===== src/design/router_pkg.sv =====
// shared router types and port count, imported by every design and test file
package router_pkg;

    //========================================
    // port count and directions
    //========================================
    localparam int num_ports = 5;             // north, east, south, west, local

    // port index order, also the arbiter order
    typedef enum logic [2:0] {
        NORTH = 3'd0,
        EAST  = 3'd1,
        SOUTH = 3'd2,
        WEST  = 3'd3,
        LOCAL = 3'd4
    } t_cardinal;

    //========================================
    // tile and address
    //========================================
    // grid counts from 1, x grows east, y grows south
    //   (1,1) (2,1) (3,1)
    //   (1,2) (2,2) (3,2)
    //   (1,3) (2,3) (3,3)
    typedef struct packed {
        logic [3:0] x;                        // column
        logic [3:0] y;                        // row
    } t_tile_id;

    typedef struct packed {
        t_tile_id    tile;                    // destination tile, bits 31:24
        logic [23:0] offset;                  // location inside that tile
    } t_addr_split;

    // flat word on the fabric, tile plus offset for routing
    typedef union packed {
        logic [31:0] flat;
        t_addr_split split;
    } t_address;

    //========================================
    // request and ready
    //========================================
    typedef struct packed {
        t_address    address;
        logic [31:0] data;
        logic [1:0]  opcode;
        t_tile_id    requestor_id;            // tile that issued the request
        t_cardinal   next_tile_fifo_arb_id;   // output port to take at the tile it enters
    } t_tile_trans;                           // 77 bits

    // one bit per arbiter
    // declared local first so that bit [NORTH] is north_arb etc
    typedef struct packed {
        logic local_arb;
        logic west_arb;
        logic south_arb;
        logic east_arb;
        logic north_arb;
    } t_fab_ready;

endpackage


===== src/design/hop_if.sv =====
// link from the route stage into the per-pair request buffers, space bits going back
`timescale 1ns/1ns

interface hop_if
    import router_pkg::*;
();

    logic        [num_ports-1:0] valid;                    // per input, request this cycle
    t_tile_trans [num_ports-1:0] req;                      // per input, next hop already rewritten
    t_cardinal   [num_ports-1:0] target;                   // per input, output it asked for
    logic        [num_ports-1:0][num_ports-1:0] space;     // [in][out], pair FIFO not full

    // route side pushes requests, sees space
    modport route_side (
        output valid,
        output req,
        output target,
        input  space
    );

    // buffer side takes requests, reports space
    modport buffer_side (
        input  valid,
        input  req,
        input  target,
        output space
    );

endinterface


===== src/design/route_stage.sv =====
// combinational route stage: picks each input's output and rewrites its next-hop field
`timescale 1ns/1ns

module route_stage
    import router_pkg::*;
(
    input  t_tile_id                    local_tile_id,
    input  logic        [num_ports-1:0] in_valid,
    input  t_tile_trans [num_ports-1:0] in_req,
    hop_if.route_side                   hop
);

    // exit port at the neighbor reached through dir, X first then Y
    function automatic t_cardinal exit_port(
        input t_tile_id  here,
        input t_cardinal dir,
        input t_tile_id  dest
    );
        t_tile_id nbr;
        nbr = here;
        case (dir)                                   // step one tile
            NORTH:   nbr.y = here.y - 4'd1;
            EAST:    nbr.x = here.x + 4'd1;
            SOUTH:   nbr.y = here.y + 4'd1;
            WEST:    nbr.x = here.x - 4'd1;
            default: nbr   = here;
        endcase
        // x first
        if (dest.x > nbr.x) begin
            return EAST;
        end else if (dest.x < nbr.x) begin
            return WEST;
        end
        // then y
        if (dest.y > nbr.y) begin
            return SOUTH;
        end else if (dest.y < nbr.y) begin
            return NORTH;
        end
        return LOCAL;                                // arrived
    endfunction

    //========================================
    // per input decode and rewrite
    //========================================
    always_comb begin
        for (int i = 0; i < num_ports; i++) begin
            hop.valid[i]  = in_valid[i];
            hop.target[i] = in_req[i].next_tile_fifo_arb_id;   // field names this tile's output
            hop.req[i]    = in_req[i];
            // local delivery keeps its field
            if (in_req[i].next_tile_fifo_arb_id != LOCAL) begin
                hop.req[i].next_tile_fifo_arb_id = exit_port(
                    local_tile_id,
                    in_req[i].next_tile_fifo_arb_id,
                    in_req[i].address.split.tile
                );
            end
        end
    end

endmodule


===== src/flat_wrapper.sv =====
// flat-port wrapper written by rule: the top's interface ports become plain ports
module route_stage_flat import router_pkg::*;
  (local_tile_id, in_valid, in_req, hop_valid, hop_req, hop_target, hop_space);
  hop_if hop_i ();
  input  t_tile_id local_tile_id;
  input  logic        [num_ports-1:0] in_valid;
  input  t_tile_trans [num_ports-1:0] in_req;
  output wire logic [$bits(hop_i.valid)-1:0] hop_valid;
  output wire logic [$bits(hop_i.req)-1:0] hop_req;
  output wire logic [$bits(hop_i.target)-1:0] hop_target;
  input wire logic [$bits(hop_i.space)-1:0] hop_space;
  assign hop_valid = hop_i.valid;
  assign hop_req = hop_i.req;
  assign hop_target = hop_i.target;
  assign hop_i.space = hop_space;
  route_stage u_core (.local_tile_id(local_tile_id), .in_valid(in_valid), .in_req(in_req), .hop(hop_i));
endmodule

===== config.mk =====
export PLATFORM = sky130hd
export DESIGN_NAME = route_stage_flat
export DESIGN_NICKNAME = d
export VERILOG_FILES = /design/src/design/router_pkg.sv /design/src/design/hop_if.sv /design/src/design/route_stage.sv /design/src/flat_wrapper.sv
export SDC_FILE = /design/constraint.sdc
export NUM_CORES = 1
export LEC_CHECK = 0
export BUFFER_PORTS_ARGS = -buffer_cell sky130_fd_sc_hd__buf_2
export CORE_AREA = 2 2 321 323
export DETAILED_ROUTE_END_ITERATION = 8
export DIE_AREA = 0 0 323 325
export PLACE_DENSITY = 0.31
export SETUP_SLACK_MARGIN = 0.3
export SLEW_MARGIN = 20
export SYNTH_ARGS = -nofsm -noshare
export SYNTH_HDL_FRONTEND = slang
export SYNTH_SLANG_ARGS = --single-unit

===== constraint.sdc =====
create_clock -name vclk -period 4.65
set_clock_uncertainty 0.1 [all_clocks]
set_input_delay 1.1625 -clock vclk [all_inputs]
set_output_delay 1.1625 -clock vclk [all_outputs]
set_load 0.02 [all_outputs]

==> summary.txt <==
Final layout
  – Layout Utilization: 5.073%
  – Non-Filler Instances: 1805
  – Post-layout instance area: 5139 um2
  – Number of nets in the layout: 900
  – Fraction of final layout cells with drive strength greater than 1: 51.97%
  – Sequential cell area: 0 um2
  – Count of flip-flops and latches: 0
  – Most frequent cells in the layout: 114 x buf_2, 39 x ha_1, 36 x buf_4, 35 x xnor2_1, 26 x nor2_1
  – # fillers: 12090
  – Number of clock-tree buffers in the layout: 0
  – Most common cell after layout, fill and taps aside: buf_2
  – Area delta synth->final: 3.269%

Setup path
  – Required time at the worst-slack endpoint: 3.39 ns
  – Kind of cell adding the most delay to the critical path: compound AO/OA/AOI/OAI gates
  – Nature of the critical path startpoint: primary input
  – CP endpoint kind: output port
  – WP buf/inv: 4
  – Critical Path Slowest Stage Cell: a211oi_2
  – Cells along the critical path: buf_12 > nor3_4 > buf_12 > buf_6 > mux2i_1 > nor2_1 > xnor2_1 > ha_1 > a211oi_2 > a21oi_4 > a31o_4 > buf_6
  – Delay contributed by the slowest stage of the critical path: 0.32 ns
  – Arrival time reported for the critical path endpoint: 3.18 ns
  – CP max FO: 7
  – Kind of critical path: primary input to output port

Floorplan
  – Core Area: 101300 um2
  – Die Width: 323 um
  – Number of placement rows: 117
  – Num ports: 828
  – Area of the die: 105000 um2
  – Die Y-Extent: 325 um
  – Initial core utilization: 4.912%

Pwr
  – Part of the total power dissipated in combinational logic: 100.0%
  – Reg power frac: 0%
  – Internal Dissipation: 0.0002080 W
  – Net switching power figure: 0.0002765 W
  – Worst-case vdd ir drop: 0.00003075 V
  – Net switching share of the total power: 57.06%
  – Total power of the final layout: 0.0004845 W
  – Leak Pwr: 1.704 nW
  – Power per unit of standard cell area: 94.29 nW/um2
  – Clock network power share: 0%

Outcome
  – Result of the run: finished clean

GRT
  – Pin count of the biggest net entering global routing: 9
  – Remaining Overflow, GRT: 0
  – Routing usage on met1: 5.756%
  – Routing usage on met3: 1.718%
  – Via count of the first global-routing pass: 3230
  – Initial antenna violation count: 4
  – Highest-utilization routing layer at the global route stage: met2
  – First-pass GRT wire length: 30.57 mm
  – Met2 Use GR: 6.247%
  – Total routing resource utilization after global routing: 4.437%

Yosys
  – Average cell area after synthesis: 7.551 um2
  – Xor/xnor share of the synthesized area: 7.040%
  – Sequential share of the synthesized area: 0%
  – Complex-gate fraction of the synthesized area: 6.387%
  – Distinct cells, synth: 29
  – Simple logic cell fraction of the synthesized area: 8.901%
  – Synthesized instance count: 659
  – Combinational family with the most area after synthesis: buffers and inverters
  – Adder-cell area share of the yosys netlist: 11.06%
  – Proportion of synthesized area in mux cells: 5.029%
  – Syn_nets: 1126
  – Syn Std Cell Area: 4976 um2
  – Synth Warn #: 0

Flow run
  – MaxCap Viol Count: 0

Drt
  – DR pass1 iterations: 4
  – Via Count: 3139
  – Routed Antenna Nets: 0
  – Wirelength per Cell: 13.93 um
  – Drc violations: 0
  – Total wirelength of the detailed-routed design: 25.15 mm
  – Number of DRC violations after detailed-routing iteration 0: 62
  – Average vias per placed instance: 1.739

STA
  – RSZ-0062 raised after global routing: true
  – Final Critical Period: 4.438 ns
  – Period utilization: 95.45%
  – Highest achievable clock rate: 225.3 MHz
  – Slew at the pin closest to its max-slew limit: 0.4999 ns
  – Number of hold violations in the final report: 0
  – Pins over their slew limit: 0
  – Setup Viol. Count Final: 0
  – Relative max-transition margin: 66.60%

Place
  – Cell Area, Placed: 4653 um2
  – Number of buffer cells added on primary ports: 133
  – HPWL reported at the end of detailed placement: 22.57 mm
  – RD Place Congestion: 0.6219
  – DP Cell Count: 1790

Min path
  – Path class of the lowest-slack min-delay path: primary input to output port
[Yosys cell counts, types with 5 or more instances]
master	n	area, um2
buf_4	392	2943
ha_1	44	550.5
xnor2_1	40	350.3
a21oi_1	26	130.1
nor2_1	26	97.59
mux2i_1	25	250.2
inv_1	18	67.56
nand2_1	10	37.54
buf_2	7	35.03
nor2b_1	6	37.54
nor3_2	6	60.06
o211ai_1	6	45.04
a211o_1	5	43.79
a31o_2	5	43.79
and4_1	5	43.79
nand2b_1	5	31.28
nand4_1	5	31.28
nor3_1	5	25.02
nor3b_1	5	37.54
[stage by stage]
step | setup WS [ns] | setup TNS [ns] | hold WS, ns
CTS | 0.2050 | 0 | 2.225
global route | 0.09861 | 0 | 2.225
floorplan | 0.3100 | 0 | 2.338
detailed placement | -0.1278 | -0.5911 | 2.225
global placement | -0.1044 | -0.5236 | 2.225
finish | 0.2118 | 0 | 2.225
[routing by layer]
metal | wire [um] | up-vias
li1 | - | 1303
met1 | 11020 | 1334
met2 | 10090 | 366
met3 | 2681 | 136
met4 | 1354 | 0
met5 | 0 | -
[final timing paths]
kind	start	to	slack, ns	cells after the start
min	in_req[106]	hop_req[106]	2.23	0
max	local_tile_id[5]	hop_req[233]	0.21	12
[kinds of logic (layout without fill, tap and decap cells)]
kind of cell | after synthesis | after routing
xor gates and xnor gates | 40 | 40
other | 0 | 6
buffers and inverters | 422 | 194
and+or+nand+nor | 77 | 77
AOI/OAI and AO/OA | 51 | 51
muxes | 25 | 25
adders and majority gates | 44 | 44
[layout make-up]
type | count | area [um2] | share of cell area (%)
Antenna cell | 6 | 15.01 | 0.2922
Inverter | 19 | 73.82 | 1.437
Multi-Input combinational cell | 237 | 2160 | 42.03
Tap cell | 1368 | 1712 | 33.31
Timing Repair Buffer | 175 | 1179 | 22.94
[power groups by stage]
stage,Combinational (W),Sequential [W],Clock (W)
2_1_floorplan,0.000682,0,0
3_3_place_gp,0.000439,0,0
3_5_place_dp,0.000436,0,0
4_1_cts,0.000486,0,0
5_1_grt,0.000537,0,0
6_report,0.000485,0,0.0000000000852
[timing repair]
| item | CTS | global route |
|---|---|---|
| resized for setup | 70 | 24 |
| setup endpoints to repair | 15 | 13 |
| hold buffers | 0 | 0 |
| buffers inserted | 4 | 5 |
| cloned | 0 | 0 |
| pin swaps | 43 | 36 |
Power figures use the tool's default switching activity.
