## config.mk

```make
export PLATFORM = sky130hd
export DESIGN_NAME = output_arbiter
export DESIGN_NICKNAME = d
export VERILOG_FILES = /design/src/design/router_pkg.sv /design/src/design/output_arbiter.sv
export SDC_FILE = /design/constraint.sdc
export NUM_CORES = 1
export LEC_CHECK = 0
export BUFFER_PORTS_ARGS = -buffer_cell sky130_fd_sc_hd__buf_2
export CORE_AREA = 2 2 185 187
export CTS_CLUSTER_SIZE = 30
export DETAILED_ROUTE_END_ITERATION = 7
export DIE_AREA = 0 0 187 189
export PLACE_DENSITY_LB_ADDON = 0.2
export SYNTH_ARGS = -nofsm -noshare
export SYNTH_HDL_FRONTEND = slang
export SYNTH_SLANG_ARGS = --single-unit
```

## constraint.sdc

```tcl
create_clock -name clk -period 10.69 [get_ports clk]
set_clock_uncertainty 0.2 [all_clocks]
set_input_delay 2.138 -clock clk [delete_from_list [all_inputs] [get_ports clk]]
set_output_delay 2.138 -clock clk [all_outputs]
set_load 0.005 [all_outputs]
```

## src/design/router_pkg.sv

```systemverilog
// shared router types and port count, imported by every design and test file
package router_pkg;

    //========================================
    // port count and directions
    //========================================
    localparam int num_ports = 5;             // north, east, south, west, local

    // port index order, also the arbiter order
    typedef enum logic [2:0] {
        NORTH = 3'd0,
        EAST  = 3'd1,
        SOUTH = 3'd2,
        WEST  = 3'd3,
        LOCAL = 3'd4
    } t_cardinal;

    //========================================
    // tile and address
    //========================================
    // grid counts from 1, x grows east, y grows south
    //   (1,1) (2,1) (3,1)
    //   (1,2) (2,2) (3,2)
    //   (1,3) (2,3) (3,3)
    typedef struct packed {
        logic [3:0] x;                        // column
        logic [3:0] y;                        // row
    } t_tile_id;

    typedef struct packed {
        t_tile_id    tile;                    // destination tile, bits 31:24
        logic [23:0] offset;                  // location inside that tile
    } t_addr_split;

    // flat word on the fabric, tile plus offset for routing
    typedef union packed {
        logic [31:0] flat;
        t_addr_split split;
    } t_address;

    //========================================
    // request and ready
    //========================================
    typedef struct packed {
        t_address    address;
        logic [31:0] data;
        logic [1:0]  opcode;
        t_tile_id    requestor_id;            // tile that issued the request
        t_cardinal   next_tile_fifo_arb_id;   // output port to take at the tile it enters
    } t_tile_trans;                           // 77 bits

    // one bit per arbiter
    // declared local first so that bit [NORTH] is north_arb etc
    typedef struct packed {
        logic local_arb;
        logic west_arb;
        logic south_arb;
        logic east_arb;
        logic north_arb;
    } t_fab_ready;

endpackage

```

## src/design/output_arbiter.sv

```systemverilog
// round-robin arbiter for one output port, launches a head only when the neighbor has space
`timescale 1ns/1ns

module output_arbiter
    import router_pkg::*;
(
    input  logic                        clk,
    input  logic                        rst_n,
    input  logic        [num_ports-1:0] head_valid,   // per input, FIFO head present
    input  t_tile_trans [num_ports-1:0] head_req,
    input  t_fab_ready                  nbr_ready,    // space at the neighbor tile
    output logic        [num_ports-1:0] pop,          // one-hot, winner leaves its FIFO
    output logic                        out_valid,
    output t_tile_trans                 out_req
);

    localparam int ptr_w = $clog2(num_ports);

    logic [num_ports-1:0] eligible;
    logic [ptr_w-1:0]     ptr;                        // first input to look at
    logic [ptr_w-1:0]     grant_idx;
    logic                 grant_hit;

    //========================================
    // eligibility and winner
    //========================================
    // the neighbor FIFO is picked by the rewritten field
    always_comb begin
        for (int i = 0; i < num_ports; i++) begin
            eligible[i] = head_valid[i] && nbr_ready[head_req[i].next_tile_fifo_arb_id];
        end
    end

    // first eligible input at or after ptr
    always_comb begin
        grant_hit = 1'b0;
        grant_idx = '0;
        for (int k = 0; k < num_ports; k++) begin
            if (!grant_hit && eligible[(int'(ptr) + k) % num_ports]) begin
                grant_hit = 1'b1;
                grant_idx = ptr_w'((int'(ptr) + k) % num_ports);
            end
        end
    end

    always_comb begin
        pop = '0;
        if (grant_hit) begin
            pop[grant_idx] = 1'b1;
        end
    end

    //========================================
    // registered launch
    //========================================
    always_ff @(posedge clk) begin
        if (!rst_n) begin
            out_valid <= 1'b0;
            ptr       <= '0;                           // north first
        end else begin
            out_valid <= grant_hit;                    // one pulse per launch
            if (grant_hit) begin
                // one past the winner, wraps after local
                ptr <= (grant_idx == ptr_w'(num_ports - 1)) ? '0 : grant_idx + 1'b1;
            end
        end
    end

    // payload only, qualified by out_valid
    always_ff @(posedge clk) begin
        if (grant_hit) begin
            out_req <= head_req[grant_idx];
        end
    end

endmodule

```

==> flow_metrics.tcl, run 1 <==
set metrics [dict create \
    synth_compound_area_frac 0.195 \
    fp.dieArea_sq_um 35300 \
    dpl.hpwl_microns 27100 \
    drc 0 \
    clkSlewWorstSetupHoldPaths_ns 0.08 \
    synth_top_family_by_area "multiplexers" \
    ctsHtreeMaxLevel 3 \
    tightest_slew_ns 0.955 \
    via_count 7592 \
    grt_pass1_wl_microns 48500 \
    total_power_mw 4.78 \
    hold_end "ptr[1]" \
    worstSetupPathType "flop to output port" \
    synth.distinct_cells 78 \
    drive_gt1_frac 0.468 \
    synth_edf_count 77 \
    fillCellCount 3563 \
    drtIter0Drc 482 \
    grt_pass1_vias 7524 \
    finalWirelength_microns 34100 \
    die_h_microns 189 \
    hold_slack_ns 0.530 \
    p_int_mw 2.41 \
    fin_cells 1590 \
    cp_cell_sequence "inv_1 -> ha_1 -> inv_1 -> ha_1 -> nor2_1 -> a21oi_1 -> xnor2_2 -> ha_1 -> nor2b_1 -> a211oi_1 -> a211oi_1 -> a211oi_1 -> a211o_1 -> a21o_1 -> nor4_2 -> mux2_4 -> nand2b_4 -> nor2_1 -> buf_2" \
    peakVddDrop_v 0.000240 \
    grt_start_max_net_pins 66 \
    synth_ff_type "edfxtp_1" \
    powerDensity_nw_per_um2 469 \
    cts_tree "done" \
    port_buffers 479 \
    cts_setup_buffers 0 \
    drt-wirelength-per-cell_microns 21.4 \
    max_freq_mhz 111 \
    start_util 0.218 \
    final_cell_mix "buf_2, mux2i_1, nand2_1, edfxtp_1, o221ai_1" \
    worstHoldStart "ptr[1]" \
    worst_path_max_delay_cell "dfxtp_1" \
    start_kind "flop" \
    clock_sinks 81 \
    area_delta_synth_final_pct 40.1 \
    fin_area_sq_um 10200 \
    coreArea_sq_um 33300 \
    layout_commonest_cell "buf_2" \
    dp.cells 1572 \
    rows 67 \
    syn_inst 690 \
    placed_area_sq_um 9870 \
    holdPathStages 2 \
    synth_mux_area_frac 0.242 \
    gp_congestion 0.861 \
    cp-end-kind "output port" \
    antenna_left 0 \
    period_share 0.840 \
    synth-xor-area-share 0.0115 \
    firstDrtPassIters 5 \
    track_usage 0.183 \
    clockBufferDepth 2 \
    power.share.clock 0.070 \
    cp.arrival_ns 6.64 \
    gr-total-overflow 0 \
    antenna_found_initial 6 \
    p_sw_frac 0.496 \
    crit_family "compound AO/OA/AOI/OAI gates" \
    setup_viol 0 \
    min_path_type "flop to flop" \
    clk_latency_ns 0.35 \
    fp.dieW_microns 187 \
    max-cap-violations 0 \
    r2r_end "out_req[8]" \
    synthAdderAreaFrac 0.0406 \
    yosysWarningCount 0 \
    pin_count 480 \
    final_max_slew_viol_count 0 \
    relSlewSlack 0.364 \
    ctsHoldBuffers 0 \
    rrSetupSlack_ns 2.72 \
    cp_num_buf_inv 3 \
    fin_crit_ns 8.98 \
    slowest_delay_ns 0.82 \
    fin_nets 1555 \
    status "finished, final reports clean" \
    power_frac_seq 0.187 \
    avgViaCountPerCell 4.77 \
    synthesis.area_sq_um 7270 \
    cellLeakagePower_nw 5.13 \
    cts_buffers 9 \
    synth.avg_cell_area_sq_um 10.5 \
    ys_async_sr_fraction 0 \
    cp_max_fo 38 \
    synthSimpleGateAreaFrac 0.114 \
    cts_resized 0 \
    syn_nets 1110 \
    worstPathRequired_ns 8.35 \
    power_switching_mw 2.37 \
    rsz0062_at_grt "no" \
    regToRegStartpoint "ptr[0]" \
    pwr-share-comb 0.743 \
    clockRootBuffer "clkbuf_16" \
    fin_tns_setup_ns 0 \
    synth.yosys.seq_area_share 0.329 \
    hold_viol 0 \
    ys_ff_latch 81 \
    r2r_cells 20 \
]
==> power by group through the flow <==
stage	clock [mW]	combinational, mW	sequential, mW
5_1_grt	0.365	3.86	0.910
4_1_cts	0.351	3.62	0.895
3_5_place_dp	0	3.62	0.896
6_report	0.336	3.55	0.892
3_3_place_gp	0	3.62	0.895
2_1_floorplan	0	2.81	0.922
==> synthesized netlist by cell type, drive strengths merged (3+ instances only) <==
cell type | count | area [sq um]
nor3 | 9 | 45.0
dfxtp | 4 | 80.1
nor4bb | 4 | 40.0
nand2 | 92 | 345
xnor2 | 6 | 67.6
mux2 | 4 | 52.6
or2 | 3 | 18.8
nand2b | 9 | 58.8
a211o | 6 | 52.6
o21ai | 13 | 65.1
mux2i | 168 | 1680
and2 | 5 | 31.3
a211oi | 7 | 52.6
o2111ai | 6 | 52.6
nor2 | 16 | 60.1
o211ai | 5 | 37.5
o31a | 3 | 26.3
a31oi | 4 | 25.0
clkbuf | 21 | 105
edfxtp | 77 | 2310
o31ai | 5 | 51.3
o221ai | 78 | 746
o22ai | 3 | 18.8
a21o | 3 | 22.5
a2111oi | 3 | 27.5
and3b | 3 | 26.3
a21oi | 15 | 75.1
nor2b | 3 | 18.8
ha | 22 | 275
nand3 | 5 | 25.0
buf | 31 | 320
inv | 17 | 68.8
nor4 | 5 | 37.5
==> worst register-to-register path: stages (launching register included) <==
cell and delay [ns]:
dfxtp_1 0.82, inv_1 0.52, ha_1 0.62, inv_1 0.17
ha_1 0.24, nor2_1 0.23, a21oi_1 0.15, xnor2_2 0.33
ha_1 0.26, nor2b_1 0.18, a211oi_1 0.08, a211oi_1 0.53
a211oi_1 0.11, a211o_1 0.33, and2_1 0.14, a311o_1 0.26
a211o_1 0.55, inv_8 0.39, buf_4 0.86, mux2i_1 0.51
o221ai_1 0.20
==> state kept, by name, indices dropped and copies added, names as in the netlist <==
name and flops:
out_req 77, ptr 3, out_valid 1
==> worst max-delay path by stage <==
stage,start,to,slack [ns],depth (start not counted)
after global placement,ptr[0],pop[0],2.19,20
after global routing,ptr[0],pop[0],1.06,19
after CTS,ptr[0],pop[0],1.70,20
final,ptr[0],pop[1],1.71,19
after detailed placement,ptr[0],pop[1],2.09,19
after floorplan,ptr[1],pop[0],2.53,18
==> layer usage <==
metal  global-route usage  part of all wire  vias up
met5                    0           0.00094        -
met4               0.0543             0.021        4
met3               0.0447             0.066       34
met2                0.296              0.47      304
met1                0.242              0.44     3617
li1                     -                 -     3633
==> layout make-up <==
cell class	count	area, sq um	share of cell area
diodes	2	5.00	0.000492
clock buffers	9	225	0.0221
clock inverters	7	76.3	0.00750
inverters	17	73.8	0.00725
multi-input cells	540	4400	0.432
flip-flops and latches	81	2390	0.235
well taps	448	561	0.0551
repair buffers	486	2450	0.241
==> metrics by stage <==
stage,setup WS [ns],util
finish,1.71,0.306
global route,1.06,0.306
CTS,1.70,0.306
detailed placement,2.09,0.297
global placement,2.19,0.297
floorplan,2.53,-
==> logic make-up after synthesis <==
logic type,after synthesis
AND/OR/NAND/NOR,168
flip-flops,81
multiplexers,173
AO/OA/AOI/OAI,169
adder cells (fa/ha/maj),23
XOR/XNOR,7
buffers and inverters,69
Note: power is estimated with default switching activity, not from simulation.
==> run 2: changes to the inputs <==
- clock period: 10.69 -> 9 ns (I/O delays scaled with it)
==> run 2 against run 1 <==
  * Global-route usage is 0.56 points higher
  * Final area is 0.65% higher
  * Critical path type unchanged
  * Sequential share of layout area decreased by 0.15 points
  * Largest cell class unchanged
  * Register-to-register slack got worse by 1.3 ns
  * Critical endpoint is now pop[0]
==> flow_metrics.tcl, run 2 (synthesized netlist as in run 1, its figures left out) <==
set metrics [dict create \
    antenna_found_initial 11 \
    grt_pass1_wl_microns 49900 \
    worstSetupPathType "flop to output port" \
    cpMostUsedCell "ha_1" \
    rrSetupSlack_ns 1.41 \
    layout_commonest_cell "buf_2" \
    r2r_end "out_req[69]" \
    fin_crit_ns 8.17 \
    ctsHtreeMaxLevel 3 \
    firstDrtPassIters 5 \
    placed_area_sq_um 9910 \
    fp.dieW_microns 187 \
    antenna_left 0 \
    start_kind "flop" \
    status "finished, final reports clean" \
    relSlewSlack 0.391 \
    slowest_delay_ns 0.67 \
    via_count 7722 \
    fin_cells 1600 \
    grt_start_max_net_pins 57 \
    drc 0 \
    min_path_type "flop to flop" \
    dpl.hpwl_microns 27900 \
    largest_reg_flops 77 \
    fin_tns_setup_ns 0 \
    final_cell_mix "buf_2, mux2i_1, nand2_1, edfxtp_1, o221ai_1" \
    setup_viol 0 \
    clkSlewWorstSetupHoldPaths_ns 0.07 \
    crit_end "pop[0]" \
    avgViaCountPerCell 4.83 \
    clockRootBuffer "clkbuf_16" \
    hold_viol 0 \
    gr-total-overflow 0 \
    die_h_microns 189 \
    clock_sinks 81 \
    r2r_cells 18 \
    top_register "out_req" \
    largest_registers "out_req: 77 flops, ptr: 3 flops, out_valid: 1 flops" \
    coreArea_sq_um 33300 \
    drtIter0Drc 486 \
    cts_tree "done" \
    cp-end-kind "output port" \
    clk_latency_ns 0.35 \
    final_max_slew_viol_count 0 \
    cts_resized 0 \
    final_util 0.308 \
    powerDensity_nw_per_um2 563 \
    drive_gt1_frac 0.469 \
    cp.arrival_ns 6.17 \
    worstPathRequired_ns 7.00 \
    cellLeakagePower_nw 5.16 \
    port_buffers 479 \
    clockBufferDepth 2 \
    max_freq_mhz 122 \
    fin_nets 1560 \
    regToRegStartpoint "ptr[2]" \
    gp_congestion 0.927 \
    total_power_mw 5.77 \
    area_delta_synth_final_pct 41.0 \
    grt_pass1_vias 7657 \
    pin_count 480 \
    track_usage 0.189 \
    worst_path_max_delay_cell "dfxtp_1" \
    max-cap-violations 0 \
    tightest_slew_ns 0.914 \
    rsz0062_at_grt "no" \
    fp.dieArea_sq_um 35300 \
    start_util 0.218 \
    period_share 0.908 \
    drt-wirelength-per-cell_microns 22.0 \
    fin_area_sq_um 10200 \
    rows 67 \
    ctsHoldBuffers 0 \
    finalWirelength_microns 35100 \
    peakVddDrop_v 0.000474 \
    cp_cell_sequence "inv_1 -> ha_1 -> o31ai_1 -> xnor2_1 -> ha_1 -> fa_1 -> or4b_1 -> o211ai_1 -> a221oi_1 -> a2111oi_1 -> nor3_1 -> a311o_1 -> a211o_1 -> inv_8 -> nand2_1 -> nor2_1 -> buf_2" \
    cts_buffers 9 \
    cts_setup_buffers 0 \
    cp_max_fo 28 \
    startpoint "ptr[2]" \
    fillCellCount 3555 \
    dp.cells 1577 \
]
## run 2: worst min-delay path by stage
stage / cells past startpoint / endpoint / start / slack, ns
after detailed placement: 3 / ptr[0] / ptr[0] / 0.50
after CTS: 3 / ptr[0] / ptr[0] / 0.51
after global placement: 3 / ptr[0] / ptr[0] / 0.50
final: 3 / ptr[0] / ptr[0] / 0.50
after global routing: 3 / ptr[0] / ptr[0] / 0.56
after floorplan: 3 / ptr[2] / ptr[2] / 0.47
## run 2: power by group
part	leakage (nW)	internal [mW]	switching, mW	total, mW
Combinational	4.17	1.68	2.62	4.30
Sequential	0.831	0.987	0.0716	1.06
Clock	0.154	0.244	0.173	0.418
Total	5.16	2.91	2.86	5.77
## run 2: layer usage
| metal | vias up | share of wire | global-route usage |
|---|---|---|---|
| met2 | 312 | 0.48 | 0.304 |
| met4 | 6 | 0.019 | 0.0611 |
| met3 | 35 | 0.064 | 0.0462 |
| li1 | 3651 | - | - |
| met1 | 3718 | 0.44 | 0.248 |
| met5 | - | 0.0013 | 0 |
## run 2: critical path, delay by kind of cell (launching register included)
family / cells / cell delay (ns)
AOI/OAI and AO/OA: 6 / 2.27
xor gates and xnor gates: 1 / 0.20
adders and majority gates: 3 / 0.96
buffers and inverters: 3 / 0.67
DFF: 1 / 0.67
and+or+nand+nor: 4 / 1.02
## run 2: per-stage QoR
stage | hold slack (ns) | worst slack (ns)
floorplan | 0.474 | 1.17
global placement | 0.496 | 1.33
detailed placement | 0.502 | 1.20
CTS | 0.514 | 0.780
global route | 0.556 | 0.152
finish | 0.504 | 0.827
## run 2: area by class of cell
type                    count  area [sq um]  share of cell area
multi-input cells         540          4400               0.429
clock buffers               9           225              0.0220
clock inverters             6          90.1             0.00879
inverters                  17          73.8             0.00720
repair buffers            491          2490               0.243
flip-flops and latches     81          2390               0.233
well taps                 448           561              0.0547
diodes                      8          20.0             0.00195
